File: src/design/glb_pkg.sv
// Tile sizes, bank packet structs, APB structs, DMA header and register offsets
package glb_pkg;

    // Word and address widths
    localparam int DATA_WIDTH      = 32;
    localparam int BANKS_PER_TILE  = 2;
    localparam int BANK_ADDR_WIDTH = 8;
    localparam int GLB_ADDR_WIDTH  = 9;
    // Upper word address bits pick the bank
    localparam int BANK_SEL_WIDTH  = GLB_ADDR_WIDTH - BANK_ADDR_WIDTH;
    localparam int APB_ADDR_WIDTH  = 12;

    // Register byte offsets, bit 11 set
    localparam logic [APB_ADDR_WIDTH-1:0] REG_ST_START = 12'h800;
    localparam logic [APB_ADDR_WIDTH-1:0] REG_ST_NUM   = 12'h804;
    localparam logic [APB_ADDR_WIDTH-1:0] REG_LD_START = 12'h808;
    localparam logic [APB_ADDR_WIDTH-1:0] REG_LD_NUM   = 12'h80C;
    localparam logic [APB_ADDR_WIDTH-1:0] REG_CTRL     = 12'h810;
    localparam logic [APB_ADDR_WIDTH-1:0] REG_STATUS   = 12'h814;

    // Bank write
    typedef struct packed {
        logic                      wr_en;
        logic [GLB_ADDR_WIDTH-1:0] wr_addr;
        logic [DATA_WIDTH-1:0]     wr_data;
    } wr_packet_t;

    // Bank read request
    typedef struct packed {
        logic                      rd_en;
        logic [GLB_ADDR_WIDTH-1:0] rd_addr;
    } rdrq_packet_t;

    // Bank read response
    typedef struct packed {
        logic                  rd_data_valid;
        logic [DATA_WIDTH-1:0] rd_data;
    } rdrs_packet_t;

    // One DMA run, count is one bit wider to hold a full tile
    typedef struct packed {
        logic [GLB_ADDR_WIDTH-1:0] start_addr;
        logic [GLB_ADDR_WIDTH:0]   num_words;
    } dma_header_t;

    // APB master to slave
    typedef struct packed {
        logic                      psel;
        logic                      penable;
        logic                      pwrite;
        logic [APB_ADDR_WIDTH-1:0] paddr;
        logic [DATA_WIDTH-1:0]     pwdata;
    } apb_req_t;

    // APB slave to master
    typedef struct packed {
        logic [DATA_WIDTH-1:0] prdata;
        logic                  pready;
        logic                  pslverr;
    } apb_rsp_t;

endpackage

File: src/design/glb_load_dma.sv
// glb_load_dma: sequential bank reads forwarded as a registered stream with done pulse
`timescale 1ns/1ps

module glb_load_dma (
    input  logic                           clk,
    input  logic                           reset,
    input  glb_pkg::dma_header_t           header,
    input  logic                           start_pulse,
    output glb_pkg::rdrq_packet_t          rdrq_packet,
    input  glb_pkg::rdrs_packet_t          rdrs_packet,
    output logic [glb_pkg::DATA_WIDTH-1:0] stream_data_g2f,
    output logic                           stream_data_valid_g2f,
    output logic                           done_pulse
);

    // Request side
    logic                               rq_active;
    logic [glb_pkg::GLB_ADDR_WIDTH-1:0] rq_addr;
    logic [glb_pkg::GLB_ADDR_WIDTH:0]   rq_remaining;
    // Response side
    logic [glb_pkg::GLB_ADDR_WIDTH:0]   rs_remaining;
    logic [glb_pkg::DATA_WIDTH-1:0]     data_q;
    logic                               valid_q;
    logic                               done_q;

    assign rdrq_packet.rd_en   = rq_active;
    assign rdrq_packet.rd_addr = rq_addr;

    // One read per cycle, never stalled
    always_ff @(posedge clk) begin
        if (reset) begin
            rq_active    <= 1'b0;
            rq_addr      <= '0;
            rq_remaining <= '0;
        end else if (start_pulse) begin
            rq_active    <= (header.num_words != '0);
            rq_addr      <= header.start_addr;
            rq_remaining <= header.num_words;
        end else if (rq_active) begin
            rq_addr      <= rq_addr + 1'b1;
            rq_remaining <= rq_remaining - 1'b1;
            if (rq_remaining == 1) begin
                rq_active <= 1'b0;
            end
        end
    end

    // Count returning words, done rides with the last one
    always_ff @(posedge clk) begin
        if (reset) begin
            rs_remaining <= '0;
            valid_q      <= 1'b0;
            done_q       <= 1'b0;
        end else begin
            valid_q <= rdrs_packet.rd_data_valid;
            done_q  <= rdrs_packet.rd_data_valid & (rs_remaining == 1);
            if (start_pulse) begin
                rs_remaining <= header.num_words;
            end else if (rdrs_packet.rd_data_valid) begin
                rs_remaining <= rs_remaining - 1'b1;
            end
        end
    end

    // Registered stream word
    always_ff @(posedge clk) begin
        if (rdrs_packet.rd_data_valid) begin
            data_q <= rdrs_packet.rd_data;
        end
    end

    assign stream_data_g2f       = data_q;
    assign stream_data_valid_g2f = valid_q;
    assign done_pulse            = done_q;

endmodule

File: config.mk
export PLATFORM = sky130hd
export DESIGN_NAME = glb_load_dma
export DESIGN_NICKNAME = d
export VERILOG_FILES = /design/src/design/glb_pkg.sv /design/src/design/glb_load_dma.sv
export SDC_FILE = /design/constraint.sdc
export NUM_CORES = 1
export LEC_CHECK = 0
export ABC_AREA = 1
export BUFFER_PORTS_ARGS = -buffer_cell sky130_fd_sc_hd__buf_2
export CAP_MARGIN = 20
export CORE_MARGIN = 4
export CORE_UTILIZATION = 45
export CTS_CLUSTER_DIAMETER = 50
export DETAILED_ROUTE_END_ITERATION = 16
export PLACE_DENSITY = 0.86
export SLEW_MARGIN = 15
export SYNTH_ARGS = -nofsm -noshare
export SYNTH_HDL_FRONTEND = slang
export SYNTH_SLANG_ARGS = --single-unit
File: constraint.sdc
create_clock -name clk -period 1.18 [get_ports clk]
set_input_delay 0.236 -clock clk [delete_from_list [all_inputs] [get_ports clk]]
set_output_delay 0.236 -clock clk [all_outputs]
set_load 0.01 [all_outputs]
== After elaboration in Yosys (flattened, before gate mapping) ==
Cells that the tools add are included.
Storage, ports and cells
  flip-flop bits (word level): 64
  input bits: 55
  output and inout port bits: 44
Operators by class
  add/sub/neg operators: 3
  equal/unequal tests: 2
  mux-type cells: 9
  bitwise logic cells: 1
  reduce and logical (&&, ||, !) cells: 3
Operators with widths (count)
  10-bit 2-to-1 mux: 4
  10-bit by 1-bit == test with 1-bit output (second input constant): 2
  10-bit by 1-bit subtractor with 10-bit output (second input constant): 2
  9-bit 2-to-1 mux: 2
  10-bit nonzero test: 1
  9-bit by 1-bit adder with 9-bit output (second input constant): 1
  2-bit nonzero test: 2
  1-bit 2-to-1 mux: 3
  1-bit AND: 1

== Logic depth before layout (Yosys ltp) ==
  depth in word-level cells: 4
  mapped depth: 9
  mapped depth without buffers: 9

== Least setup slack after synthesis ==
Ideal clock, no wire load.
  kind: register to register
  from: register rs_remaining[0] (netlist name)
  to: register rs_remaining[6] (netlist name)
  setup time: 0.132 ns
  data arrival time: 1.103 ns
  path slack: -0.055 ns
  stages on the path, launching flop included: 10
  path through: dfxtp_1 inv_1 ha_1 nand2_1 nor2_2 nand2_1 nand2_1 nand2_1 nand2_1 a21oi_1
Between the ends
  longest elaborated chain between the ends: 3
RTL lines
  start: declaration: line glb_load_dma.sv:21  | logic [glb_pkg::GLB_ADDR_WIDTH:0] rs_remaining;
  start signal: assignment: line glb_load_dma.sv:58  | rs_remaining <= header.num_words;
  start signal: assignment: line glb_load_dma.sv:60  | rs_remaining <= rs_remaining - 1'b1;
  10-bit by 1-bit subtractor with 10-bit output: line glb_load_dma.sv:60
  10-bit 2-to-1 mux: line glb_load_dma.sv:59  | end else if (rdrs_packet.rd_data_valid) begin
  10-bit 2-to-1 mux: line glb_load_dma.sv:57  | if (start_pulse) begin
Every way passes these cells. The select of a mux whose other input is x is not followed.
A chain may end at the register's enable or synchronous reset.

== Final worst setup path ==
  from: register rs_remaining[1] (netlist name)
  to: register rs_remaining[8] (netlist name)
The elaborated chain is that of the path after synthesis.

==> impl_metrics.tcl <==
set metrics [dict create \
    run_status "complete, but fails checks" \
    failed_checks "setup timing" \
    cp-end-kind "flop" \
    whs_ns 0.0637 \
    grt_pass1_wl_um 11600 \
    cts_root_buf "clkbuf_8" \
    grt_setup_unrepaired "yes" \
    switching_power_share_of_the_total 0.267 \
    internal_power_consumption_uw 4130 \
    dpl-instance-area_um2 3530 \
    tritoncts "yes" \
    power_per_cell_area_nw_per_um2 1410 \
    clk_latency_ns 0.34 \
    max_freq_mhz 839 \
    layout_common_cells "buf_2 (94), nand2_1 (69), inv_1 (36)" \
    period_utilization 1.01 \
    detailedRoute.firstPassIterationCount 4 \
    report.final.slew_viol_count 0 \
    number_of_global_route_vias_before_repair 2545 \
    yosys_warnings 0 \
    worst-path-max-fanout 5 \
    synth.largest_area_cell "edfxtp_1" \
    fp.dieW_um 87.6 \
    finalSetupViolCount 2 \
    layout-drive-gt1-share 0.406 \
    wl_per_cell_um 14.8 \
    nNetsFinal 508 \
    count_of_input_and_output_buffers 98 \
    diodes 0 \
    gp_congestion 0.849 \
    worst_slew_margin_rel 0.812 \
    initial_utilization 0.473 \
    cp-start-kind "flop" \
    design.die.area_um2 7670 \
    final_common_cell "buf_2" \
    power.net_switching_uw 1500 \
    total_clock_buffers_created_by_cts 9 \
    global_route.usage.total 0.197 \
    cts-htree-levels 3 \
    global_route.overflow_total 0 \
    core_area_um2 6030 \
    dr_total_vias 2776 \
    clkPwrFrac 0.364 \
    synth_area_per_cell_um2 8.85 \
    cell_count_after_synthesis 322 \
    hold_viol 0 \
    max_rail_drop_vdd_v 0.000912 \
    cts-hold-fix-buffers 0 \
    core.rowCount 28 \
    clock_sink_count 64 \
    critPathRequiredTime_ns 1.45 \
    clkSlewWorstSetupHoldPaths_ns 0.07 \
    numPlacedInstances 505 \
    fin_skew_ns 0.00677 \
    cts_max_path_buffers 2 \
    finalWirelength_um 7820 \
    detailed_place_hpwl_um 5540 \
    die_h_um 87.6 \
    power_frac_seq 0.466 \
    drc_errors 0 \
    ios 99 \
    layout_min_cycle_time_ns 1.19 \
    drtIter0Drc 169 \
    syn2layout_area_growth_pct 39.7 \
    synthDistinctLibCells 28 \
    synth_top_cell_area_share 0.337 \
    part_of_the_yosys_area_used_for_sequential_elements 0.562 \
    arrival_ns 1.46 \
    p_leak_uw 0.00182 \
    avgViaCountPerCell 5.26 \
    min_path_type "in -> reg" \
    final.setup.worst_slack_ns -0.0125 \
    max_cap_violation_count 0 \
    synth.net_count 382 \
    synth.ff_latch_count 64 \
    synthesis.area_um2 2850 \
    combPwrFrac 0.171 \
    netlist_top_cells_area "edfxtp_1 (34%), dfxtp_1 (22%), nand2_1 (9.5%)" \
    max_slew.worst_pin.slew_ns 0.282 \
    grt_start_max_net_pins 24 \
    stdcell_count 528 \
    finalInstanceArea_um2 3980 \
    worstSetupPathType "reg -> reg" \
    ant_nets 0 \
    antenna_found_initial 0 \
]
==> state kept, by name, indices dropped and copies added (netlist names) <==
signal                 count
stream_data_valid_g2f      1
rs_remaining              10
stream_data_g2f           32
done_pulse                 1
rq_addr                    9
rq_remaining              10
rq_active                  1
==> kinds of logic (layout without fill, tap and decap cells) <==
family / after synthesis / in the layout / synth area share
XOR/XNOR: 4 / 4 / 0.0123
adder cells (fa/ha/maj): 5 / 5 / 0.0220
flip-flops: 64 / 64 / 0.562
buffers and inverters: 50 / 181 / 0.0725
AND/OR/NAND/NOR: 134 / 134 / 0.208
AO/OA/AOI/OAI: 65 / 65 / 0.123
==> per-stage QoR <==
stage	TNS (ns)	util	total power [µW]	setup slack, ns
6_report	-0.0156	0.661	5630	-0.0125
5_1_grt	-0.637	0.661	5890	-0.109
4_1_cts	0	0.629	5510	0.00459
3_5_place_dp	-0.144	0.586	3480	-0.0520
3_3_place_gp	0	0.586	3440	0.0223
2_1_floorplan	-0.00367	-	3100	-0.00367
==> worst paths after layout <==
| check | from | to | slack [ns] | cells after the start |
|---|---|---|---|---|
| setup / recovery | rs_remaining[1] | rs_remaining[8] | -0.01 | 8 |
| hold / removal | rdrs_packet[18] | stream_data_g2f[18] | 0.06 | 1 |
| setup reg to reg | rs_remaining[1] | rs_remaining[8] | -0.01 | 8 |
| hold reg to reg | rq_remaining[4] | rq_remaining[4] | 0.53 | 2 |
==> critical path, stage by stage (launching register included) <==
cell,delay (ns)
dfxtp_2,0.34
inv_2,0.08
ha_4,0.15
nand2_4,0.05
nor2_4,0.15
nand3_2,0.08
nand2_1,0.07
nand3_1,0.06
a21oi_1,0.16
==> timing repair <==
action	in CTS	in global routing
gates resized for setup	13	40
endpoints found under the hold margin	0	0
endpoints found under the setup margin	10	25
pin swaps	4	17
setup buffers	0	7
==> power groups by stage <==
stage / clock (µW) / combinational [µW] / sequential [µW]
after floorplan: 0 / 398 / 2710
after global placement: 0 / 795 / 2640
after detailed placement: 0 / 827 / 2650
after CTS: 2050 / 853 / 2610
after global routing: 2190 / 1060 / 2640
final: 2050 / 961 / 2620
==> cell type report <==
class                           count  area, µm²
Clock buffer                       11        131
Clock inverter                      5       81.3
Fill cell                         490       2040
Inverter                           42        160
Multi-Input combinational cell    208       1170
Sequential cell                    64       1630
Tap cell                           75       93.8
Timing Repair Buffer              123        718
==> Yosys cell counts <==
master    instances
clkinv_2          1
inv_2             1
o21ai_1           1
edfxtp_1         32
nor2_4            2
clkbuf_1          3
ha_1              5
a31oi_1           7
o21ai_0          19
or2_4             1
buf_2             2
buf_6             1
xnor2_1           1
nor2_2            6
nand3b_1          1
inv_1            40
nand4_1           7
o221ai_1          1
nand3_1          21
nand2_2           2
nor2_1           21
buf_4             2
a21oi_1          32
xor2_1            3
nor4_1            1
dfxtp_1          32
nand2_1          72
a22oi_1           5
==> per-layer routing <==
layer  up-vias  GRT usage  wire length, µm
met4         0     0.0934              160
met1      1262      0.247             3190
met3        14     0.0414              850
li1       1329          -                -
met5         -          0                0
met2       171      0.325             3620
No activity file was read; power rests on OpenSTA's default activity.
