--- config.mk ---
export PLATFORM = sky130hd
export DESIGN_NAME = glb_switch
export DESIGN_NICKNAME = d
export VERILOG_FILES = /design/src/design/glb_pkg.sv /design/src/design/glb_switch.sv
export SDC_FILE = /design/constraint.sdc
export NUM_CORES = 1
export LEC_CHECK = 0
export BUFFER_PORTS_ARGS = -buffer_cell sky130_fd_sc_hd__buf_4
export CAP_MARGIN = 20
export CORE_AREA = 2 2 133 135
export CTS_BUF_LIST = sky130_fd_sc_hd__clkbuf_4 sky130_fd_sc_hd__clkbuf_8
export DETAILED_ROUTE_END_ITERATION = 7
export DIE_AREA = 0 0 135 137
export PLACE_DENSITY_LB_ADDON = 0.2
export SLEW_MARGIN = 20
export SYNTH_ARGS = -nofsm -noshare
export SYNTH_HDL_FRONTEND = slang
export SYNTH_SLANG_ARGS = --single-unit
export TNS_END_PERCENT = 5
--- constraint.sdc ---
create_clock -name clk -period 1 [get_ports clk]
set_input_delay 0.1 -clock clk [delete_from_list [all_inputs] [get_ports clk]]
set_output_delay 0.1 -clock clk [all_outputs]
set_load 0.02 [all_outputs]
--- src/design/glb_pkg.sv ---
// Tile sizes, bank packet structs, APB structs, DMA header and register offsets
package glb_pkg;

    // Word and address widths
    localparam int DATA_WIDTH      = 32;
    localparam int BANKS_PER_TILE  = 2;
    localparam int BANK_ADDR_WIDTH = 8;
    localparam int GLB_ADDR_WIDTH  = 9;
    // Upper word address bits pick the bank
    localparam int BANK_SEL_WIDTH  = GLB_ADDR_WIDTH - BANK_ADDR_WIDTH;
    localparam int APB_ADDR_WIDTH  = 12;

    // Register byte offsets, bit 11 set
    localparam logic [APB_ADDR_WIDTH-1:0] REG_ST_START = 12'h800;
    localparam logic [APB_ADDR_WIDTH-1:0] REG_ST_NUM   = 12'h804;
    localparam logic [APB_ADDR_WIDTH-1:0] REG_LD_START = 12'h808;
    localparam logic [APB_ADDR_WIDTH-1:0] REG_LD_NUM   = 12'h80C;
    localparam logic [APB_ADDR_WIDTH-1:0] REG_CTRL     = 12'h810;
    localparam logic [APB_ADDR_WIDTH-1:0] REG_STATUS   = 12'h814;

    // Bank write
    typedef struct packed {
        logic                      wr_en;
        logic [GLB_ADDR_WIDTH-1:0] wr_addr;
        logic [DATA_WIDTH-1:0]     wr_data;
    } wr_packet_t;

    // Bank read request
    typedef struct packed {
        logic                      rd_en;
        logic [GLB_ADDR_WIDTH-1:0] rd_addr;
    } rdrq_packet_t;

    // Bank read response
    typedef struct packed {
        logic                  rd_data_valid;
        logic [DATA_WIDTH-1:0] rd_data;
    } rdrs_packet_t;

    // One DMA run, count is one bit wider to hold a full tile
    typedef struct packed {
        logic [GLB_ADDR_WIDTH-1:0] start_addr;
        logic [GLB_ADDR_WIDTH:0]   num_words;
    } dma_header_t;

    // APB master to slave
    typedef struct packed {
        logic                      psel;
        logic                      penable;
        logic                      pwrite;
        logic [APB_ADDR_WIDTH-1:0] paddr;
        logic [DATA_WIDTH-1:0]     pwdata;
    } apb_req_t;

    // APB slave to master
    typedef struct packed {
        logic [DATA_WIDTH-1:0] prdata;
        logic                  pready;
        logic                  pslverr;
    } apb_rsp_t;

endpackage

--- src/design/glb_switch.sv ---
// glb_switch: fixed-priority write and read arbitration, bank routing, response steering
`timescale 1ns/1ps

module glb_switch (
    input  logic                  clk,
    input  logic                  reset,

    // Requesters
    input  glb_pkg::wr_packet_t   wr_packet_pr2sw,
    input  glb_pkg::wr_packet_t   wr_packet_d2sw,
    input  glb_pkg::rdrq_packet_t rdrq_packet_pr2sw,
    input  glb_pkg::rdrq_packet_t rdrq_packet_d2sw,
    output glb_pkg::rdrs_packet_t rdrs_packet_sw2pr,
    output glb_pkg::rdrs_packet_t rdrs_packet_sw2d,
    output logic                  proc_wr_grant,
    output logic                  proc_rd_grant,

    // Banks
    output glb_pkg::wr_packet_t   wr_packet_sw2b [glb_pkg::BANKS_PER_TILE],
    output glb_pkg::rdrq_packet_t rdrq_packet_sw2b [glb_pkg::BANKS_PER_TILE],
    input  glb_pkg::rdrs_packet_t rdrs_packet_b2sw_arr [glb_pkg::BANKS_PER_TILE]
);

    glb_pkg::wr_packet_t                wr_sel;
    glb_pkg::rdrq_packet_t              rdrq_sel;
    glb_pkg::rdrs_packet_t              rdrs_sel;
    logic [glb_pkg::BANK_SEL_WIDTH-1:0] wr_bank;
    logic [glb_pkg::BANK_SEL_WIDTH-1:0] rd_bank;
    // Tag of the read in flight
    logic [glb_pkg::BANK_SEL_WIDTH-1:0] tag_bank;
    logic                               tag_dma;

    // DMA always wins, processor only gets idle slots
    assign proc_wr_grant = wr_packet_pr2sw.wr_en & ~wr_packet_d2sw.wr_en;
    assign proc_rd_grant = rdrq_packet_pr2sw.rd_en & ~rdrq_packet_d2sw.rd_en;

    assign wr_sel   = wr_packet_d2sw.wr_en ? wr_packet_d2sw : wr_packet_pr2sw;
    assign rdrq_sel = rdrq_packet_d2sw.rd_en ? rdrq_packet_d2sw : rdrq_packet_pr2sw;

    // Bank from top address bits
    assign wr_bank = wr_sel.wr_addr[glb_pkg::GLB_ADDR_WIDTH-1 -: glb_pkg::BANK_SEL_WIDTH];
    assign rd_bank = rdrq_sel.rd_addr[glb_pkg::GLB_ADDR_WIDTH-1 -: glb_pkg::BANK_SEL_WIDTH];

    // Fan out, enable only the addressed bank
    always_comb begin
        for (int b = 0; b < glb_pkg::BANKS_PER_TILE; b++) begin
            wr_packet_sw2b[b]         = wr_sel;
            wr_packet_sw2b[b].wr_en   = wr_sel.wr_en & (int'(wr_bank) == b);
            rdrq_packet_sw2b[b]       = rdrq_sel;
            rdrq_packet_sw2b[b].rd_en = rdrq_sel.rd_en & (int'(rd_bank) == b);
        end
    end

    // Remember owner and bank for next-cycle response
    always_ff @(posedge clk) begin
        if (reset) begin
            tag_dma  <= 1'b0;
            tag_bank <= '0;
        end else if (rdrq_sel.rd_en) begin
            tag_dma  <= rdrq_packet_d2sw.rd_en;
            tag_bank <= rd_bank;
        end
    end

    assign rdrs_sel = rdrs_packet_b2sw_arr[tag_bank];

    // Steer response to its owner only
    always_comb begin
        rdrs_packet_sw2d                 = rdrs_sel;
        rdrs_packet_sw2d.rd_data_valid   = rdrs_sel.rd_data_valid & tag_dma;
        rdrs_packet_sw2pr                = rdrs_sel;
        rdrs_packet_sw2pr.rd_data_valid  = rdrs_sel.rd_data_valid & ~tag_dma;
    end

endmodule

# After elaboration in Yosys (flattened, before gate mapping)

Index checks and enable logic that the tools add are counted.

Register bits after elaboration: 2
Input bits: 172
Output and inout bits: 172
Logic and storage cells: 22

Magnitude comparators: 1
Multiplexer cells: 5
Bitwise gates (word level): 14

Operator list:

| cell                                       | number |
|---|---|
| two-way mux 33 bit                         | 3 |
| two-way mux 42 bit                         | 1 |
| two-way mux 10 bit                         | 1 |
| bitwise AND 1 bit                          | 8 |
| NOT 1 bit                                  | 5 |
| >= comparator 2 bit, second input constant | 1 |
| NOT 1 -> 2 bit                             | 1 |

# Longest topological paths before layout

Depth in word-level cells: 5
Mapped depth: 5

# Least setup slack after synthesis

Ideal clock, no wire load.

Path kind: input-to-output
Start: input port wr_packet_d2sw[41] in the netlist's numbering
End: output port wr_packet_sw2b[82] in the netlist's numbering
Arrival time: 1.157 ns
Slack: -0.257 ns
Stages: 4
Path buffers: 3
Path through: buf_6 -> buf_6 -> o21ai_0 -> buf_4

RTL lines:

| what        | line             | text |
|---|---|---|
| from (decl) | glb_switch.sv:10 | `input glb_pkg::wr_packet_t wr_packet_d2sw,` |
| to (decl)   | glb_switch.sv:19 | `output glb_pkg::wr_packet_t wr_packet_sw2b [glb_pkg::BANKS_PER_TILE],` |

==> results.md <==
- Status: complete, but fails checks
- Failing checks: negative setup slack
- CP max FO: 14
- CP max stage delay: 400 ps
- Critical path required time: about 900 ps
- Top_reg_cell synth: dfxtp_1
- Die height: approximately 140 um
- Total GRT Usage: under 10%
- Via density: between 3 and 4
- WHS Path Cells: 2
- Distinct cells, synth: 19
- Maximum VDD drop: approximately 350 uV
- Final Max Slew Viols: 0
- Max-cap violations: 0
- Top-count cell post-synth: buf_4
- Post-synth EDFFs: 0
- Hold worst-path end: tag_bank
- CTS Root Cell: clkbuf_8
- Final setup violation count: slightly above 70
- Hold WC Path Type: in -> reg
- Cell-internal power: approximately 2 mW
- Register area share after synthesis: approximately 2.0%
- Drt wl/cell: ~14 um
- Pwr Total: 3.42 mW
- Die width: around 140 um
- Cells after DPL: 685
- Share of cells above drive strength 1: a little over nine tenths
- HP Start: reset
- Clock buffer depth: 2
- Final std cells w/o fill: just under 700
- Switching power: approximately 1.5 mW
- CTS H-tree lvls: 1
- Initial DRT Pass Iterations: 4
- Initial DRC count: 40
- DRT antenna net count: 0
- Mapped Avg Cell Area: ~9.8 um2
- Comb pwr share: 88.2%
- Total grt overflow: 0
- FF+latch count, synth: 2
- FF+latch area: roughly 44 um2
- Async SR Flop Fraction: 0%
- Endpoints failing hold: 0
- Multiplexer area fraction after synthesis: between 50% and 60%
- Post-synth top cells: buf_4 (92), mux2_2 (46), mux2_4 (34), buf_6 (6)
- Final Cycle Share: 137%
- Top-area cell type share of the netlist area: around a third
- Static Leakage: about 2.5 nW
- Simple-Gate Fraction of Synth Area: under 10%
- Worst Setup Path Type: reg -> out
- Antenna diodes: 0
- Worst Slack Setup Final: -372 ps
- Pre-CTS setup slack: -245 ps
- Residual DRC: 0
- Fmax: roughly 730 MHz
- First-pass GRT wire length: 13.0 mm
- Multi-input logic area: 1280 um2
- Synth Net Count: 379
- Core box area: approximately 17000 um2
- TritonCTS clock tree: yes
- Worst setup EP type: output pin
- R2r worst-path depth: 3
- Gpl congestion: between 0.7 and 0.8
- Worst hold slack: around 54 ps
- Initial Util: 11.9%
- Routed wire length: a little under 10 mm
- Compound-Gate Fraction of Synth Area: around 2.6%
- Row cnt: between 40 and 50
- Die area: between 15000 and 20000 um2
- Area growth syn-to-layout: 122%
- Largest family of logic cells by synthesized area: multiplexers
- Reg2Reg Setup Slack: around 70 ps
- Sequential share of power: approximately 2.8%
- Area leader, netlist: buf_4
- Largest cells by area after synthesis: buf_4 (34%), mux2_2 (26%), mux2_4 (25%)
- Crit-path cells: buf_12 -> mux2_4 -> buf_4
- Final net count: 638
- Clk pwr share: about 9%
- Initial antenna violation count: 0
- Clock-pin slew on the worst setup and hold paths: roughly 30 ps
- Worst-Skew Late Latency: roughly 200 ps
- Ys Warns: 0
- Synth Area in XOR/XNOR: 0%
- Clk sinks: 2
- Detailed placement HPWL: about 9.0 mm
- Crit path time final: ~1400 ps
- Unrepaired setup endpoints after global routing: yes
- Crit path arrival time: between 1000 and 1500 ps
- Switching Share: a little over two fifths
- Pwr Density: about 760 nW/um2
- Vias post-DR: 2297
- Relative slew slack: between 80 and 90%
- Synthesized cell area: ~2000 um2
- Fin Clk Skew: 0 ps
- Startpoint type of the worst setup path: register
- Tightest Pin Transition: between 200 and 300 ps
- Adder-cell share of the synthesized area: 0%
- Largest net degree at the start of global routing: 23
- FF-to-FF End: tag_bank
- Post-synthesis cell count: approximately 210
- Input/output buffers: 343
- I/O pins: around 340
- Vias in the first global route: around 2300
- Slowest CP cell: dfxtp_4
- Num CTS Buffers: 3
- Worst R2R Start: tag_bank
- Fillers: 1869
==> registers in the layout, indices dropped and copies added (netlist names) <==
signal,flops
tag_bank,1
tag_dma,1
==> timing repair <==
item	CTS	global route
hold buffers	0	0
setup endpoints to repair	125	121
setup buffers	0	1
gates resized for setup	34	2
==> critical path, delay by kind of cell (launching register included) <==
family                 cells  cell delay, ps
muxes                      1             320
DFF                        1             400
buffers and inverters      2             340
==> kinds of logic after synthesis <==
kind of cell	after synthesis
AO/OA/AOI/OAI	7
multiplexers	82
flip-flops	2
buffers and inverters	105
AND/OR/NAND/NOR	11
==> through the flow <==
step           area (um2)  TNS [ps]  util [%]
6_report             4480    -22480      26.3
5_1_grt              4480    -26420      26.3
4_1_cts              4470    -23670      26.2
3_5_place_dp         4300    -16470      25.2
3_3_place_gp         4300    -15160      25.2
2_1_floorplan        2240     -5870         -
==> power groups by stage <==
stage          Clock (mW)  Sequential (mW)  Combinational, mW
2_1_floorplan           0           0.0902               1.95
3_3_place_gp            0            0.100               2.93
3_5_place_dp            0            0.101               2.95
4_1_cts             0.318           0.0988               3.04
5_1_grt             0.329            0.100               3.17
6_report            0.308           0.0975               3.02
==> area by class of cell <==
| class | instances | share of cell area (%) |
|---|---|---|
| timing repair buffer | 355 | 62.9 |
| inverter | 4 | 0.335 |
| tap | 225 | 6.28 |
| sequential | 2 | 0.977 |
| multi-input combinational | 100 | 28.6 |
| clock buffer | 3 | 0.921 |
==> placed cells by master (no fill, tap or decap), drive strengths merged, types with 2 or more instances in the layout <==
master  count
dfxtp       2
clkbuf      3
mux2       80
buf       355
nand2       3
o21ai       2
nor2b       4
a22o        2
nor2        2
mux2i       2
inv         4
==> layer usage <==
| metal | wire length (um) | vias up | share of wire (%) | GRT usage [%] |
|---|---|---|---|---|
| li1 | - | 1126 | - | - |
| met1 | 3400 | 1061 | 35 | 9.99 |
| met2 | 5820 | 108 | 59 | 17.8 |
| met3 | 601 | 2 | 6.1 | 1.33 |
| met4 | 26 | 0 | 0.26 | 0.694 |
| met5 | 0 | - | 0 | 0 |
==> worst max path at each step <==
stage | from | to | cells after the start
2_1_floorplan | tag_bank | rdrs_packet_sw2pr[10] | 4
3_3_place_gp | tag_bank | rdrs_packet_sw2pr[8] | 3
3_5_place_dp | tag_bank | rdrs_packet_sw2pr[8] | 3
4_1_cts | tag_bank | rdrs_packet_sw2pr[8] | 3
5_1_grt | tag_bank | rdrs_packet_sw2pr[8] | 3
6_report | tag_bank | rdrs_packet_sw2pr[8] | 3
No activity file was read; power rests on OpenSTA's default activity.
