[config.mk]
export PLATFORM = sky130hd
export DESIGN_NAME = glb_proc_apb
export DESIGN_NICKNAME = d
export VERILOG_FILES = /design/src/design/glb_pkg.sv /design/src/design/glb_proc_apb.sv
export SDC_FILE = /design/constraint.sdc
export NUM_CORES = 1
export LEC_CHECK = 0
export BUFFER_PORTS_ARGS = -buffer_cell sky130_fd_sc_hd__buf_4
export CORE_MARGIN = 8
export CORE_UTILIZATION = 40
export CTS_CLUSTER_DIAMETER = 50
export DETAILED_ROUTE_END_ITERATION = 16
export PLACE_DENSITY = 0.82
export SETUP_SLACK_MARGIN = 0.2
export SLEW_MARGIN = 20
export SYNTH_ARGS = -nofsm -noshare
export SYNTH_HDL_FRONTEND = slang
export SYNTH_SLANG_ARGS = --single-unit
[constraint.sdc]
create_clock -name clk -period 2.1 [get_ports clk]
set_clock_uncertainty 0.05 [all_clocks]
set_input_delay 0.21 -clock clk [delete_from_list [all_inputs] [get_ports clk]]
set_output_delay 0.21 -clock clk [all_outputs]
set_load 0.1 [all_outputs]
[src/design/glb_pkg.sv]
// Tile sizes, bank packet structs, APB structs, DMA header and register offsets
package glb_pkg;

    // Word and address widths
    localparam int DATA_WIDTH      = 32;
    localparam int BANKS_PER_TILE  = 2;
    localparam int BANK_ADDR_WIDTH = 8;
    localparam int GLB_ADDR_WIDTH  = 9;
    // Upper word address bits pick the bank
    localparam int BANK_SEL_WIDTH  = GLB_ADDR_WIDTH - BANK_ADDR_WIDTH;
    localparam int APB_ADDR_WIDTH  = 12;

    // Register byte offsets, bit 11 set
    localparam logic [APB_ADDR_WIDTH-1:0] REG_ST_START = 12'h800;
    localparam logic [APB_ADDR_WIDTH-1:0] REG_ST_NUM   = 12'h804;
    localparam logic [APB_ADDR_WIDTH-1:0] REG_LD_START = 12'h808;
    localparam logic [APB_ADDR_WIDTH-1:0] REG_LD_NUM   = 12'h80C;
    localparam logic [APB_ADDR_WIDTH-1:0] REG_CTRL     = 12'h810;
    localparam logic [APB_ADDR_WIDTH-1:0] REG_STATUS   = 12'h814;

    // Bank write
    typedef struct packed {
        logic                      wr_en;
        logic [GLB_ADDR_WIDTH-1:0] wr_addr;
        logic [DATA_WIDTH-1:0]     wr_data;
    } wr_packet_t;

    // Bank read request
    typedef struct packed {
        logic                      rd_en;
        logic [GLB_ADDR_WIDTH-1:0] rd_addr;
    } rdrq_packet_t;

    // Bank read response
    typedef struct packed {
        logic                  rd_data_valid;
        logic [DATA_WIDTH-1:0] rd_data;
    } rdrs_packet_t;

    // One DMA run, count is one bit wider to hold a full tile
    typedef struct packed {
        logic [GLB_ADDR_WIDTH-1:0] start_addr;
        logic [GLB_ADDR_WIDTH:0]   num_words;
    } dma_header_t;

    // APB master to slave
    typedef struct packed {
        logic                      psel;
        logic                      penable;
        logic                      pwrite;
        logic [APB_ADDR_WIDTH-1:0] paddr;
        logic [DATA_WIDTH-1:0]     pwdata;
    } apb_req_t;

    // APB slave to master
    typedef struct packed {
        logic [DATA_WIDTH-1:0] prdata;
        logic                  pready;
        logic                  pslverr;
    } apb_rsp_t;

endpackage

[src/design/glb_proc_apb.sv]
// glb_proc_apb: APB slave for bank memory, DMA header, control and status registers
`timescale 1ns/1ps

module glb_proc_apb (
    input  logic                  clk,
    input  logic                  reset,

    // Processor bus
    input  glb_pkg::apb_req_t     apb_req,
    output glb_pkg::apb_rsp_t     apb_rsp,

    // Switch side
    output glb_pkg::wr_packet_t   wr_packet,
    output glb_pkg::rdrq_packet_t rdrq_packet,
    input  glb_pkg::rdrs_packet_t rdrs_packet,
    input  logic                  wr_grant,
    input  logic                  rd_grant,

    // DMA control
    output glb_pkg::dma_header_t  st_header,
    output glb_pkg::dma_header_t  ld_header,
    output logic                  st_start_pulse,
    output logic                  ld_start_pulse,
    input  logic                  st_done_pulse,
    input  logic                  ld_done_pulse
);

    logic                               access;
    logic                               reg_sel;
    logic                               mem_wr;
    logic                               mem_rd;
    logic                               reg_wr;
    logic                               reg_mapped;
    logic                               rd_pending;
    logic [1:0]                         status;
    logic [1:0]                         status_clr;
    logic [glb_pkg::GLB_ADDR_WIDTH-1:0] word_addr;
    logic [glb_pkg::DATA_WIDTH-1:0]     reg_rdata;

    // Access phase decode, bit 11 picks registers
    assign access  = apb_req.psel & apb_req.penable;
    assign reg_sel = apb_req.paddr[glb_pkg::APB_ADDR_WIDTH-1];
    assign mem_wr  = access & ~reg_sel & apb_req.pwrite;
    assign mem_rd  = access & ~reg_sel & ~apb_req.pwrite;
    assign reg_wr  = access & reg_sel & apb_req.pwrite;

    // Byte to word address
    assign word_addr = apb_req.paddr[glb_pkg::GLB_ADDR_WIDTH+1:2];

    // Write held by APB until granted
    assign wr_packet.wr_en   = mem_wr;
    assign wr_packet.wr_addr = word_addr;
    assign wr_packet.wr_data = apb_req.pwdata;

    // Read request dropped once granted
    assign rdrq_packet.rd_en   = mem_rd & ~rd_pending;
    assign rdrq_packet.rd_addr = word_addr;

    always_ff @(posedge clk) begin
        if (reset) begin
            rd_pending <= 1'b0;
        end else if (rd_pending & rdrs_packet.rd_data_valid) begin
            rd_pending <= 1'b0;
        end else if (rdrq_packet.rd_en & rd_grant) begin
            rd_pending <= 1'b1;
        end
    end

    // Register read mux
    always_comb begin
        reg_mapped = 1'b1;
        reg_rdata  = '0;
        case (apb_req.paddr)
            glb_pkg::REG_ST_START: reg_rdata[glb_pkg::GLB_ADDR_WIDTH-1:0] = st_header.start_addr;
            glb_pkg::REG_ST_NUM:   reg_rdata[glb_pkg::GLB_ADDR_WIDTH:0]   = st_header.num_words;
            glb_pkg::REG_LD_START: reg_rdata[glb_pkg::GLB_ADDR_WIDTH-1:0] = ld_header.start_addr;
            glb_pkg::REG_LD_NUM:   reg_rdata[glb_pkg::GLB_ADDR_WIDTH:0]   = ld_header.num_words;
            // Start bits are write-only
            glb_pkg::REG_CTRL:     reg_rdata = '0;
            glb_pkg::REG_STATUS:   reg_rdata[1:0] = status;
            default:               reg_mapped = 1'b0;
        endcase
    end

    // Header registers
    always_ff @(posedge clk) begin
        if (reset) begin
            st_header <= '0;
            ld_header <= '0;
        end else if (reg_wr) begin
            case (apb_req.paddr)
                glb_pkg::REG_ST_START:
                    st_header.start_addr <= apb_req.pwdata[glb_pkg::GLB_ADDR_WIDTH-1:0];
                glb_pkg::REG_ST_NUM:
                    st_header.num_words <= apb_req.pwdata[glb_pkg::GLB_ADDR_WIDTH:0];
                glb_pkg::REG_LD_START:
                    ld_header.start_addr <= apb_req.pwdata[glb_pkg::GLB_ADDR_WIDTH-1:0];
                glb_pkg::REG_LD_NUM:
                    ld_header.num_words <= apb_req.pwdata[glb_pkg::GLB_ADDR_WIDTH:0];
                default: ;
            endcase
        end
    end

    // Register access lasts one cycle, so these are single pulses
    assign st_start_pulse = reg_wr & (apb_req.paddr == glb_pkg::REG_CTRL) & apb_req.pwdata[0];
    assign ld_start_pulse = reg_wr & (apb_req.paddr == glb_pkg::REG_CTRL) & apb_req.pwdata[1];

    // Sticky done bits, write 1 to clear, new done wins
    assign status_clr = (reg_wr & (apb_req.paddr == glb_pkg::REG_STATUS)) ?
                        apb_req.pwdata[1:0] : 2'b00;

    always_ff @(posedge clk) begin
        if (reset) begin
            status <= 2'b00;
        end else begin
            status <= (status & ~status_clr) | {ld_done_pulse, st_done_pulse};
        end
    end

    // Response
    always_comb begin
        apb_rsp.prdata  = reg_sel ? reg_rdata : rdrs_packet.rd_data;
        apb_rsp.pready  = (access & reg_sel) | (mem_wr & wr_grant)
                        | (mem_rd & rd_pending & rdrs_packet.rd_data_valid);
        apb_rsp.pslverr = access & reg_sel & ~reg_mapped;
    end

endmodule

; ---- Word-level counts from Yosys, hierarchy flattened
; Index checks and enable logic that the tools add are counted.
[totals]
register_bits = 41
inputBits = 86
elab_cells = 50
[op_classes]
n_eq_ne = 6
mux = 6
n_bitwise = 26
reduce_logical = 6
[op_table]
columns = operator, n
row1 = $eq A12 B12 Y1 const B, 6
row2 = $mux W32, 1
row3 = $pmux W7 S4, 1
row4 = $and A1 B1 Y1, 17
row5 = $pmux W2 S5, 1
row6 = $reduce_and A2 Y1, 4
row7 = $reduce_or A6 Y1, 1
row8 = $not A1 Y1, 4
row9 = $and A2 B2 Y2, 1
row10 = $mux W2, 1
row11 = $not A2 Y2, 1
row12 = $or A1 B1 Y1, 2
row13 = $or A2 B2 Y2, 1
row14 = $pmux W1 S2, 1
row15 = $reduce_or A2 Y1, 1
row16 = $mux W1, 1

; ---- Logic depth before layout (Yosys ltp)
[depth]
depth_word = 8
mapped_depth = 6
depth_no_buf = 4

; ---- Least setup slack after synthesis
; No wires, ideal clock.
[synth_path]
path_kind = in2reg
start = input port apb_req[43] (netlist name)
end = register rd_pending
setup_time_ps = 76
arrival_ps = 3708
t_required_ps = 1974
setup_slack_ps = -1734
stages = 4
cell_sequence = buf_4 -> nor4_1 -> a21oi_1 -> nor2_1
[synth_lines]
columns = item, line_no
row1 = from (decl), glb_proc_apb.sv:9  ; input glb_pkg::apb_req_t apb_req,
row2 = to (signal assigned), glb_proc_apb.sv:61  ; rd_pending <= 1'b0;
row3 = to (signal assigned), glb_proc_apb.sv:63  ; rd_pending <= 1'b0;
row4 = to (signal assigned), glb_proc_apb.sv:65  ; rd_pending <= 1'b1;
row5 = to (decl), glb_proc_apb.sv:34  ; logic rd_pending;

==> impl_metrics.ini <==
[synth]
syn_nets = 364
synthFlopType = dfxtp_1
syn-instance-count = 278
post_synth_main_area_contributors = dfxtp_1 (31%), buf_4 (15%), mux2i_1 (14%)
yosys-top-cells-count = buf_4 (54), nand2b_1 (48), dfxtp_1 (41), mux2i_1 (38), nor2b_1 (23)
synth-seq-cells = 41
yosysMostFrequentCell = buf_4
synth_edf_count = 0
yosys_warnings = 0
ys_seq_area_frac = 0.308
avgSynthCellArea_um2 = 9.59
yosysTopAreaCellShare = 0.308
synth_area_um2 = 2670
synth_area_leader_cell = dfxtp_1
synthArstFlopShare = 0
synth.distinct_cells = 32

[floorplan]
rows = 29
start_util = 0.418
core_area_um2 = 6390
dieArea_um2 = 9530
die_y_um = 97.6
die_w_um = 97.6
io_pins = 212

[sta]
rsz0062_at_grt = true
clock.fmax_mhz = 490
whs_ns = 0.101
min_period_over_period = 0.971
fin_crit_ns = 2.04
hold_viol_final = 0
report.final.slew_viol_count = 0
tightest_slew_ns = 0.399
setup-violations-final = 0
slew_headroom = 0.734

[cts]
cts_tree = done
hold_buffers = 0
cts.sinks = 41
root_buffer = clkbuf_8
insertion_delay_ns = 0.29
numCtsBuffers = 5
clk_pin_slew_ns = 0.09
max-clock-path-buffers = 2
htreeDepth = 2

[worst_setup_path]
reg2reg_depth = 3
cp.arrival_ns = 1.78
startpoint = st_header[1]
worstPathRequired_ns = 1.84
timing.rr.end = rd_pending
timing.rr.start = rd_pending
crit_type = register to output port
path_max_fanout = 2
endpoint_kind = output port
cp-start-kind = register
rrSetupSlack_ns = 1.15
critical_path.endpoint = apb_rsp[3]

[outcome]
status = complete, no violations

[final_layout]
final_nets = 497
fillers = 510
regArea_um2 = 866
area_growth_pct = 61.8
drive_above_1_share = 0.716
antennaDiodeCount = 0
multi_input_area_um2 = 1580

[grt]
antenna_found_initial = 0
grt_max_degree = 52
track_usage = 0.198
grt_use_met1 = 0.208
grt_pass1_wl_mm = 15.3
gr-usage-met2 = 0.363
gr-total-overflow = 0
grt-busiest-layer = met2
grt_use_met3 = 0.0697
grt_pass1_vias = 2672

[flow_run]
drv_cap = 0

[pwr]
power_density_nw_per_um2 = 539
cellLeakagePower_nw = 2.15
ir_worst_vdd_v = 0.000414
finalPower_mw = 2.33

[drt]
vias_per_cell = 5.02
vias = 2454
dr.pass1.iters = 4
drtIter0Drc = 64
wl_per_cell_um = 20.6
detail-route-antenna-nets = 0
drcViolationCount = 0
wl_mm = 10.1

[placement]
routabilityCongestion = 0.756
dp_hpwl_mm = 7.89
io_buffer_count = 167

[worst_hold_path]
hold_path_class = input port to register
holdPathStages = 3
## metrics by stage
stage          instance area [um^2]  TNS (ns)  setup slack (ns)  instances  utilization
2_1_floorplan                  2900    -0.222            -0.222        278            -
3_3_place_gp                   3910         0           0.00229        472        0.612
3_5_place_dp                   3910         0            0.0207        472        0.612
4_1_cts                        4250         0            0.0204        485        0.666
5_1_grt                        4310         0            0.0303        489        0.676
6_report                       4310         0            0.0599        489        0.676
## layout make-up
type / count / area share
clock buffer: 7 / 0.0200
timing repair buffer: 193 / 0.381
inverter: 4 / 0.00348
tap: 77 / 0.0223
clock inverter: 1 / 0.00696
multi-input combinational: 166 / 0.366
sequential: 41 / 0.201
## where the power goes
| part | internal (mW) | leakage, nW | total (mW) | switching, mW |
|---|---|---|---|---|
| registers | 0.779 | 0.349 | 0.781 | 0.00262 |
| clock network | 0.388 | 0.0585 | 0.674 | 0.286 |
| logic | 0.257 | 1.74 | 0.870 | 0.612 |
## cells in the final DEF, fill, tap and decap left out, types with 2 or more instances in the layout
cell type	n
buf_6	6
nand2b_1	48
nand2_1	2
buf_4	173
nor2_4	2
nand4_1	2
a211oi_1	2
nor2_1	5
mux2i_1	38
inv_1	4
a21oi_1	2
mux4_2	9
clkbuf_8	6
nor2b_2	22
dfxtp_1	5
and2_4	2
nor3_1	3
a221o_4	2
and3_1	2
a21oi_2	2
buf_12	13
dfxtp_2	36
a22o_4	7
nor3_4	2
## critical path: stages, from the launching register on
cell and delay [ns]:
dfxtp_2 0.33, mux4_2 0.48, and2_4 0.17, a221o_4 0.34, buf_12 0.17
## worst min path at each step
stage | startpoint | to | slack [ns]
final | rd_grant | rd_pending | 0.10
after global routing | rd_grant | rd_pending | 0.11
after CTS | rd_grant | rd_pending | 0.09
after detailed placement | apb_req[14] | wr_packet[14] | 0.37
after global placement | apb_req[14] | wr_packet[14] | 0.37
after floorplan | rd_grant | rd_pending | 0.30
## cells by family after synthesis
kind of cell / count (synthesis) / synth area share
and+or+nand+nor: 102 / 0.239
buffers and inverters: 71 / 0.183
muxes: 48 / 0.223
DFF: 41 / 0.308
AOI/OAI and AO/OA: 16 / 0.0474
## state kept, by name (all words and copies together), names as in the netlist
register and flops:
ld_header 19, rd_pending 1, st_header 19, status 2
## layer usage
layer  vias up  share of wire
met5         -              0
met4         0          0.014
li1       1155              -
met2       134           0.53
met3        10          0.077
met1      1155           0.38
## timing repair
action                     4_1_cts  5_1_grt
resized for setup               47        8
setup endpoints to repair       12       12
buffers inserted                 5        4
pin swaps                        5        6
hold endpoints to repair         0        0
(Power assumes the default switching activity.)
