--- src/design/glb_pkg.sv ---
// Tile sizes, bank packet structs, APB structs, DMA header and register offsets
package glb_pkg;

    // Word and address widths
    localparam int DATA_WIDTH      = 32;
    localparam int BANKS_PER_TILE  = 2;
    localparam int BANK_ADDR_WIDTH = 8;
    localparam int GLB_ADDR_WIDTH  = 9;
    // Upper word address bits pick the bank
    localparam int BANK_SEL_WIDTH  = GLB_ADDR_WIDTH - BANK_ADDR_WIDTH;
    localparam int APB_ADDR_WIDTH  = 12;

    // Register byte offsets, bit 11 set
    localparam logic [APB_ADDR_WIDTH-1:0] REG_ST_START = 12'h800;
    localparam logic [APB_ADDR_WIDTH-1:0] REG_ST_NUM   = 12'h804;
    localparam logic [APB_ADDR_WIDTH-1:0] REG_LD_START = 12'h808;
    localparam logic [APB_ADDR_WIDTH-1:0] REG_LD_NUM   = 12'h80C;
    localparam logic [APB_ADDR_WIDTH-1:0] REG_CTRL     = 12'h810;
    localparam logic [APB_ADDR_WIDTH-1:0] REG_STATUS   = 12'h814;

    // Bank write
    typedef struct packed {
        logic                      wr_en;
        logic [GLB_ADDR_WIDTH-1:0] wr_addr;
        logic [DATA_WIDTH-1:0]     wr_data;
    } wr_packet_t;

    // Bank read request
    typedef struct packed {
        logic                      rd_en;
        logic [GLB_ADDR_WIDTH-1:0] rd_addr;
    } rdrq_packet_t;

    // Bank read response
    typedef struct packed {
        logic                  rd_data_valid;
        logic [DATA_WIDTH-1:0] rd_data;
    } rdrs_packet_t;

    // One DMA run, count is one bit wider to hold a full tile
    typedef struct packed {
        logic [GLB_ADDR_WIDTH-1:0] start_addr;
        logic [GLB_ADDR_WIDTH:0]   num_words;
    } dma_header_t;

    // APB master to slave
    typedef struct packed {
        logic                      psel;
        logic                      penable;
        logic                      pwrite;
        logic [APB_ADDR_WIDTH-1:0] paddr;
        logic [DATA_WIDTH-1:0]     pwdata;
    } apb_req_t;

    // APB slave to master
    typedef struct packed {
        logic [DATA_WIDTH-1:0] prdata;
        logic                  pready;
        logic                  pslverr;
    } apb_rsp_t;

endpackage

--- src/design/glb_store_dma.sv ---
// glb_store_dma: stream words to sequential bank writes with done pulse
`timescale 1ns/1ps

module glb_store_dma (
    input  logic                           clk,
    input  logic                           reset,
    input  glb_pkg::dma_header_t           header,
    input  logic                           start_pulse,
    input  logic [glb_pkg::DATA_WIDTH-1:0] stream_data_f2g,
    input  logic                           stream_data_valid_f2g,
    output glb_pkg::wr_packet_t            wr_packet,
    output logic                           done_pulse
);

    logic                               active;
    logic [glb_pkg::GLB_ADDR_WIDTH-1:0] addr;
    logic [glb_pkg::GLB_ADDR_WIDTH:0]   remaining;
    logic                               done;
    logic                               wr_fire;

    // Word written in the cycle it arrives
    assign wr_fire = active & stream_data_valid_f2g;

    assign wr_packet.wr_en   = wr_fire;
    assign wr_packet.wr_addr = addr;
    assign wr_packet.wr_data = stream_data_f2g;

    always_ff @(posedge clk) begin
        if (reset) begin
            active    <= 1'b0;
            addr      <= '0;
            remaining <= '0;
            done      <= 1'b0;
        end else begin
            done <= 1'b0;
            if (start_pulse) begin
                // Zero-length run never goes active
                active    <= (header.num_words != '0);
                addr      <= header.start_addr;
                remaining <= header.num_words;
            end else if (wr_fire) begin
                addr      <= addr + 1'b1;
                remaining <= remaining - 1'b1;
                // Last word
                if (remaining == 1) begin
                    active <= 1'b0;
                    done   <= 1'b1;
                end
            end
        end
    end

    // One cycle after the last write
    assign done_pulse = done;

endmodule

--- config.mk ---
export PLATFORM = sky130hd
export DESIGN_NAME = glb_store_dma
export DESIGN_NICKNAME = d
export VERILOG_FILES = /design/src/design/glb_pkg.sv /design/src/design/glb_store_dma.sv
export SDC_FILE = /design/constraint.sdc
export NUM_CORES = 1
export LEC_CHECK = 0
export BUFFER_PORTS_ARGS = -buffer_cell sky130_fd_sc_hd__clkbuf_2
export CORE_UTILIZATION = 30
export DETAILED_ROUTE_END_ITERATION = 16
export SETUP_SLACK_MARGIN = 0.1
export SLEW_MARGIN = 20
export SYNTH_ARGS = -nofsm -noshare
export SYNTH_HDL_FRONTEND = slang
export SYNTH_SLANG_ARGS = --single-unit
--- constraint.sdc ---
create_clock -name clk -period 4.25 [get_ports clk]
set_clock_uncertainty 0.05 [all_clocks]
set_input_delay 0.85 -clock clk [delete_from_list [all_inputs] [get_ports clk]]
set_output_delay 0.85 -clock clk [all_outputs]
set_load 0.01 [all_outputs]
Word level (Yosys, flattened, before mapping):

Index checks and enable logic that the tools add are counted.

* word-level logic and storage cells: 22
* output and inout bits: 43
* register bits after elaboration: 21

* muxes and demuxes: 8
* reductions and logical operators: 5
* equal/unequal tests: 1
* bitwise logic cells: 2
* add/subtract/negate cells: 2

Operators with widths (count)
* 10-bit two-way mux: 2
* 9-bit two-way mux: 2
* 10-bit by 1-bit == test with 1-bit output, second input constant: 1
* 10-bit nonzero test: 1
* 10-bit by 1-bit subtractor with 10-bit output, second input constant: 1
* 9-bit by 1-bit adder with 9-bit output, second input constant: 1
* 1-bit two-way mux: 4
* 2-bit nonzero test: 2
* 3-bit OR reduction: 1
* 2-bit AND reduction: 1
* 1-bit bitwise AND: 1
* 1-bit inverter: 1

Logic depth before layout (Yosys ltp):

Gate-level depths: netlist of the first run.

* depth in word-level cells: 4
* gate-level depth with buffers: 5
* gate-level depth less buffers: 5

Worst setup path before layout of the first run:

OpenSTA, ideal clock, no wires.

* path kind: input to output
* start: input stream_data_valid_f2g
* end: output wr_packet[41] in the netlist's numbering
* data arrival time: 1.466 ns
* path buffers: 2
* data required time: 3.350 ns
* stages: 4
* setup slack: 1.884 ns
* path through: clkbuf_1 > nand2_1 > inv_1 > buf_4

* longest elaborated chain between the ends: 1

RTL lines
* from (decl): line glb_store_dma.sv:10 `input logic stream_data_valid_f2g,`
* 1-bit bitwise AND: line glb_store_dma.sv:22 `assign wr_fire = active & stream_data_valid_f2g;`
* to (decl): line glb_store_dma.sv:11 `output glb_pkg::wr_packet_t wr_packet,`

Every way passes these cells.

==> flow_summary.toml, run 1 <==
[cells_and_area]
final_net_count = 225
syn2layout_area_growth_pct = -0.447
diodes = 0
final_common_cell = "clkbuf_2"
nFillCells = 481
regArea_um2 = 420
mostFrequentLayoutCells = "33 x clkbuf_2, 21 x dfxtp_1, 18 x nor2_1"
multi_input_area_um2 = 663
drive_gt1_frac = 0.229

[sta]
slew_headroom = 0.386
tightestPinTransition_ns = 0.920
finalSetupTns_ns = 0
slew_violations = 0
hold_viol_final = 0
timing.final.crit_share = 0.561
rsz0062_at_grt = "false"
min_period_ns = 2.39
fmax_mhz = 419
setup_viol = 0

[logic_synthesis]
async_reset_ff_frac = 0
syn_area_um2 = 1400
yosysUniqueCellTypes = 34
synthCells = 171
ys_ff_latch = 21
synth_area_leaders = "dfxtp_1 30%, buf_4 18%, a311oi_1 7.5%, nor2_1 4.8%, ha_1 2.7%"
synth_fp_nets = 229
synth_xor_xnor_area_share = 0.0250
synth_top_family_by_area = "buffers and inverters"
synth_edf_count = 0
ys_warn_count = 0
synthAdderAreaFrac = 0.0268
yosysTopAreaCellShare = 0.300
synth-compound-area-share = 0.212
yosysTopAreaCell = "dfxtp_1"
synth_ff_type = "dfxtp_1"
muxShareOfSynthArea = 0
avgSynthCellArea_um2 = 8.19
yosys.area_share.simple = 0.210
seq_area_frac_synth = 0.300

[critical_path]
cp_max_fo = 12
crit_family = "buffers and inverters"
startpoint_type = "primary input"
path_cells = "clkbuf_2 -> nand2_1 -> inv_1 -> clkbuf_2"
crit_path_top_delay_cell = "clkbuf_2"
required_ns = 3.35
cpPeakStageDelay_ns = 0.21
critPathBufInv = 3
critPathKind = "in -> out"
critPathArrivalTime_ns = 1.49
end_kind = "output port"
critPathMostFrequentCell = "clkbuf_2"

[grt]
grt_pass1_wl_mm = 4.75
grt_pass1_vias = 1039
grt_max_degree = 33
grt-ovfl-total = 0
antenna_found_initial = 0
grt_use_total = 0.118

[power_and_ir_drop]
seq_power_share = 0.518
max-vdd-ir-drop_uv = 184
power_density_nw_per_um2 = 316
power.switching_uw = 129
comb_power_share = 0.178
power_uw = 440
p_clk_frac = 0.304
intPower_uw = 311
power.leakage_nw = 0.539
p_sw_frac = 0.294

[routing]
vias = 1144
ant_nets = 0
drc = 0
drtIter0Drc = 55
wire_per_inst_um = 13.5
routed_via_density = 5.25
drt_wl_total_mm = 2.95
dr.pass1.iters = 4

[clock_network]
cts_tree = "built"
htreeDepth = 1
root_buffer = "clkbuf_8"
ctsLongestPathBuffers = 2
cts_made_buffers = 3
cts_setup_buffers = 0
clk_pin_slew_worst_paths_ns = 0.08
cts_resized = 0
clock-sinks = 21
clk_latency_ns = 0.26
cts_hold_buf = 0

[placement]
gp_congestion = 0.841
io_buffers = 33
dp.final_hpwl_mm = 2.15

[hold_path]
hp-class = "reg -> reg"

[floorplan]
chipWidth_um = 70.3
fp-row-count = 24
io_pins = 98
core_area_um2 = 4410
die_area_um2 = 4940
fp.dieH_um = 70.3
initial_core_util = 0.317

[flow_run]
cap_violations = 0

[run_status]
status = "finished clean"
==> per-stage QoR <==
| stage | instance area, um^2 | cells | utilization | hold slack, ns | worst slack [ns] |
|---|---|---|---|---|---|
| 2_1_floorplan | 1400 | 171 | - | 0.422 | 1.88 |
| 3_3_place_gp | 1350 | 214 | 0.305 | 0.452 | 1.90 |
| 3_5_place_dp | 1350 | 214 | 0.305 | 0.455 | 1.85 |
| 4_1_cts | 1390 | 218 | 0.316 | 0.464 | 1.86 |
| 5_1_grt | 1390 | 218 | 0.316 | 0.489 | 1.77 |
| 6_report | 1390 | 218 | 0.316 | 0.464 | 1.86 |
==> power groups by stage <==
stage,clock network [mW],registers (mW),logic [mW]
after floorplan,0,0.230,0.0835
after global placement,0,0.232,0.0791
after detailed placement,0,0.232,0.0794
after CTS,0.136,0.228,0.0797
after global routing,0.149,0.231,0.0881
final,0.134,0.228,0.0785
==> worst paths after layout <==
kind / startpoint / slack [ns] / end / cells past startpoint
worst max-delay path: stream_data_valid_f2g / 1.86 / wr_packet[41] / 4
worst min-delay path: addr[8] / 0.46 / addr[8] / 2
worst max register to register: remaining[2] / 2.46 / remaining[8] / 3
worst min register to register: addr[8] / 0.46 / addr[8] / 2
==> routing by layer <==
layer / global-route usage / up-vias / share of wire
li1: - / 589 / -
met1: 0.152 / 512 / 0.47
met2: 0.184 / 37 / 0.43
met3: 0.0476 / 6 / 0.095
met4: 0.0222 / 0 / 0.0061
met5: 0 / - / 0
==> cell usage after synthesis (3+ instances only) <==
cell type	instances
nor2_1	18
nand3_1	4
dfxtp_1	21
or3_1	6
or4_1	4
a21oi_1	3
buf_4	33
o31ai_1	5
o21ai_0	6
a211oi_1	4
a311oi_1	12
nor4_1	3
nand2_1	4
inv_1	9
ha_1	3
clkbuf_1	8
nand4_1	3
==> state kept, by name, indices dropped and copies added (netlist names) <==
register,cells
addr,9
done_pulse,1
active,1
remaining,10
==> worst reg2reg max path, cell delays in order (launching register included) <==
cell and delay, ns:
dfxtp_1 0.37, or3_1 0.51, or4_1 0.53, a311oi_1 0.25
==> final cells by class <==
type	instances	area share
Timing Repair Buffer	33	0.118
Sequential cell	21	0.302
Clock buffer	3	0.0296
Clock inverter	1	0.00359
Multi-Input combinational cell	99	0.476
Inverter	9	0.0242
Tap cell	52	0.0467
==> kinds of logic (layout without fill, tap and decap cells) <==
logic type | after synthesis | after routing
buf+inv | 51 | 46
compound gates | 39 | 39
xor+xnor | 4 | 4
simple gates | 53 | 53
flops | 21 | 21
fa+ha+maj | 3 | 3
(Power assumes the default switching activity.)
==> inputs of run 2 (changes only) <==
- clock period: 4.25 -> 2.1 ns (I/O delays scaled with it)
==> flow_summary.toml, run 2 (same netlist as run 1, synthesis figures left out) <==
[hold_path]
hp-class = "in -> reg"

[grt]
grt_use_total = 0.129
grt_max_degree = 22
grt_pass1_vias = 1128
grt_use_met1 = 0.172
grt_pass1_wl_mm = 5.22
grt-ovfl-total = 0
antenna_found_initial = 0
use_met3 = 0.0462
grt_busiest_layer = "met2"
use_met2 = 0.200

[power_and_ir_drop]
intPower_uw = 633
max-vdd-ir-drop_uv = 373
p_clk_frac = 0.310
p_sw_frac = 0.301
seq_power_share = 0.510
power_density_nw_per_um2 = 642
power.leakage_nw = 0.545
power.switching_uw = 273
comb_power_share = 0.180

[placement]
dp.final_hpwl_mm = 2.20
io_buffers = 33
gp_congestion = 0.752
dp.cells = 216

[sta]
slew_violations = 0
fmax_mhz = 547
rsz0062_at_grt = "false"
setup_viol = 0
timing.final.crit_share = 0.871
slew_headroom = 0.689
tightestPinTransition_ns = 0.462
finalSetupTns_ns = 0
hold_viol_final = 0
min_period_ns = 1.83

[cells_and_area]
drive_gt1_frac = 0.238
largest_reg_flops = 10
diodes = 0
mostFrequentLayoutCells = "33 x clkbuf_2, 21 x dfxtp_1, 18 x nor2_1"
fin_cells = 220
final_common_cell = "clkbuf_2"
top_register = "remaining"
syn2layout_area_growth_pct = 0.804
nFillCells = 479
final_net_count = 227
final_util = 0.320
top_regs = "remaining x10, addr x9"

[floorplan]
chipWidth_um = 70.3
fp.dieH_um = 70.3
fp-row-count = 24
die_area_um2 = 4940
initial_core_util = 0.317
io_pins = 98
core_area_um2 = 4410

[clock_network]
htreeDepth = 1
clk_latency_ns = 0.27
cts_resized = 0
clk_pin_slew_worst_paths_ns = 0.09
clock-sinks = 21
cts_made_buffers = 3
cts_hold_buf = 0
root_buffer = "clkbuf_8"
ctsLongestPathBuffers = 2
cts_setup_buffers = 0
cts_tree = "built"

[critical_path]
required_ns = 2.22
startpoint_type = "flip-flop"
path_cells = "or3_1 -> or4_1 -> a311oi_1"
cp_max_fo = 9
crit_path_top_delay_cell = "or4_1"
r2r_slack_ns = 0.27
critPathArrivalTime_ns = 1.95
critPathKind = "reg -> reg"
end_kind = "flip-flop"
cpPeakStageDelay_ns = 0.54

[routing]
dr.pass1.iters = 4
drtIter0Drc = 83
vias = 1170
drt_wl_total_mm = 3.05
routed_via_density = 5.32
wire_per_inst_um = 13.9
drc = 0
ant_nets = 0

[flow_run]
cap_violations = 0

[run_status]
status = "finished clean"
-- run 2: cell types whose count changed in the layout (fill, tap and decap cells not counted) --
cell	change
buf_4	+2
clkinv_2	-1
clkinvlp_4	+1
-- run 2: worst paths after layout --
kind	from	to	cells past startpoint
worst max-delay path	remaining[2]	remaining[8]	3
worst min-delay path	header[1]	remaining[1]	3
worst max register to register	remaining[2]	remaining[8]	3
worst min register to register	addr[8]	addr[8]	2
-- run 2: layout make-up --
cell class,count,area (um^2),area share
clock inverter,1,7.51,0.00532
tap,52,65.1,0.0461
timing repair buffer,35,180,0.128
multi-input combinational,99,663,0.470
sequential,21,420,0.298
inverter,9,33.8,0.0239
clock buffer,3,41.3,0.0293
-- run 2: power by group through the flow --
stage	combinational, mW	sequential [mW]	clock [mW]
4_1_cts	0.164	0.462	0.290
5_1_grt	0.185	0.469	0.307
3_5_place_dp	0.163	0.470	0
3_3_place_gp	0.163	0.470	0
2_1_floorplan	0.169	0.465	0
6_report	0.163	0.462	0.281
-- run 2: routing by layer --
layer / vias up / part of all wire
met5: - / 0
met1: 536 / 0.48
met3: 6 / 0.074
met4: 0 / 0.0059
met2: 39 / 0.44
li1: 589 / -
-- run 2: through the flow --
stage | cell area (um^2) | setup slack [ns] | total power [mW] | hold WS, ns
2_1_floorplan | 1400 | 0.408 | 0.634 | 0.422
3_3_place_gp | 1360 | 0.359 | 0.633 | 0.466
3_5_place_dp | 1360 | 0.316 | 0.633 | 0.456
4_1_cts | 1410 | 0.282 | 0.917 | 0.338
5_1_grt | 1410 | 0.161 | 0.961 | 0.347
6_report | 1410 | 0.271 | 0.906 | 0.343
-- run 2: worst max-delay path, delay by kind of cell (launching register included) --
family / cells / cell delay (ns)
and+or+nand+nor: 2 / 1.04
DFF: 1 / 0.36
AOI/OAI and AO/OA: 1 / 0.27
==> inputs of run 3 (changes only) <==
- CORE_ASPECT_RATIO: not set -> 0.9
==> flow_summary.toml, run 3 (same netlist as run 1, synthesis figures left out) <==
[critical_path]
r2r_slack_ns = 0.33
critPathKind = "reg -> reg"
cp-startpoint = "remaining[2]"
crit_end = "remaining[8]"
startpoint_type = "flip-flop"
crit_family = "simple AND/OR/NAND/NOR gates"
cp_max_fo = 9
required_ns = 2.23
ff2ff_path_depth = 3
critPathBufInv = 0
crit_path_top_delay_cell = "or4_1"
critPathArrivalTime_ns = 1.89
crit_cells = 3
r2r_start = "remaining[2]"
path_cells = "or3_1 -> or4_1 -> a311oi_1"
end_kind = "flip-flop"
cpPeakStageDelay_ns = 0.53
r2r-end = "remaining[8]"

[sta]
setup_viol = 0
slew_headroom = 0.668
finalSetupTns_ns = 0
fmax_mhz = 566
rsz0062_at_grt = "false"
hold_viol_final = 0
min_period_ns = 1.77
tightestPinTransition_ns = 0.494
timing.final.crit_share = 0.841
slew_violations = 0

[floorplan]
io_pins = 98
fp.dieH_um = 66.8
die_area_um2 = 4940
fp-row-count = 23
core_area_um2 = 4460
chipWidth_um = 74.0
initial_core_util = 0.314

[clock_network]
cts_hold_buf = 0
clk_pin_slew_worst_paths_ns = 0.08
ctsLongestPathBuffers = 2
cts_tree = "built"
cts_resized = 0
cts_made_buffers = 3
clk_latency_ns = 0.26
clock-sinks = 21
cts_setup_buffers = 0
htreeDepth = 1
root_buffer = "clkbuf_8"

[routing]
routed_via_density = 5.09
drtIter0Drc = 82
vias = 1175
drt_wl_total_mm = 3.12
drc = 0
ant_nets = 0
wire_per_inst_um = 13.5
dr.pass1.iters = 4

[cells_and_area]
final_net_count = 228
drive_gt1_frac = 0.243
top_register = "remaining"
largest_reg_flops = 10
syn2layout_area_growth_pct = 2.06
mostFrequentLayoutCells = "33 x clkbuf_2, 21 x dfxtp_1, 18 x nor2_1"
top_regs = "remaining x10, addr x9"
final_common_cell = "clkbuf_2"
diodes = 0

[grt]
grt_busiest_layer = "met1"
grt_pass1_vias = 1079
grt_use_met1 = 0.209
use_met2 = 0.183
grt_use_total = 0.135
antenna_found_initial = 0
grt_max_degree = 22
grt-ovfl-total = 0
use_met3 = 0.0303
grt_pass1_wl_mm = 5.14

[placement]
io_buffers = 33
dp.final_hpwl_mm = 2.34
gp_congestion = 0.745

[run_status]
status = "finished clean"

[power_and_ir_drop]
p_sw_frac = 0.292
power.switching_uw = 261
power_uw = 894
p_clk_frac = 0.298
power_density_nw_per_um2 = 625
comb_power_share = 0.187
seq_power_share = 0.514
max-vdd-ir-drop_uv = 410
intPower_uw = 633
power.leakage_nw = 0.554

[flow_run]
cap_violations = 0

[hold_path]
hp-class = "in -> reg"
-- run 3: cell types whose count changed in the layout (fill, tap and decap cells not counted) --
| cell | delta |
|---|---|
| buf_4 | +1 |
| clkinv_2 | +1 |
| clkinvlp_4 | -1 |
-- run 3: power groups by stage --
stage	combinational, mW	clock (mW)	sequential, mW
final	0.167	0.267	0.460
after global routing	0.192	0.289	0.466
after CTS	0.168	0.274	0.460
after detailed placement	0.167	0	0.469
after global placement	0.168	0	0.468
after floorplan	0.169	0	0.465
-- run 3: per-stage QoR --
| step | cell area [um^2] | utilization | setup WS (ns) | std cells | hold slack, ns |
|---|---|---|---|---|---|
| floorplan | 1400 | - | 0.408 | 171 | 0.422 |
| finish | 1430 | 0.320 | 0.335 | 231 | 0.351 |
| global placement | 1380 | 0.310 | 0.363 | 227 | 0.460 |
| global route | 1430 | 0.320 | 0.191 | 231 | 0.360 |
| detailed placement | 1380 | 0.310 | 0.307 | 227 | 0.454 |
| CTS | 1430 | 0.320 | 0.329 | 231 | 0.351 |
-- run 3: final cells by class --
cell class | instances | area [um^2]
clock inverters | 1 | 5.00
clock buffers | 3 | 41.3
inverters | 9 | 33.8
repair buffers | 36 | 188
multi-input cells | 99 | 663
well taps | 62 | 77.6
fillers | 490 | 3030
flip-flops and latches | 21 | 420
-- run 3: metal layers --
| layer | share of wire | wire, um |
|---|---|---|
| met1 | 0.54 | 1700 |
| met2 | 0.39 | 1210 |
| met3 | 0.066 | 206 |
| met4 | 0.0038 | 12 |
| met5 | 0 | 0 |
-- run 3: worst min path at each step --
stage	startpoint	end	slack (ns)	cells past startpoint
global route	header[14]	addr[4]	0.36	3
CTS	header[14]	addr[4]	0.35	3
floorplan	remaining[9]	remaining[9]	0.42	2
detailed placement	remaining[9]	remaining[9]	0.45	2
finish	header[14]	addr[4]	0.35	3
global placement	remaining[9]	remaining[9]	0.46	2
-- run 3: tightest hold or removal path: stages --
cell	delay, ns
clkbuf_2	0.08
nor2_1	0.08
a311oi_1	0.05
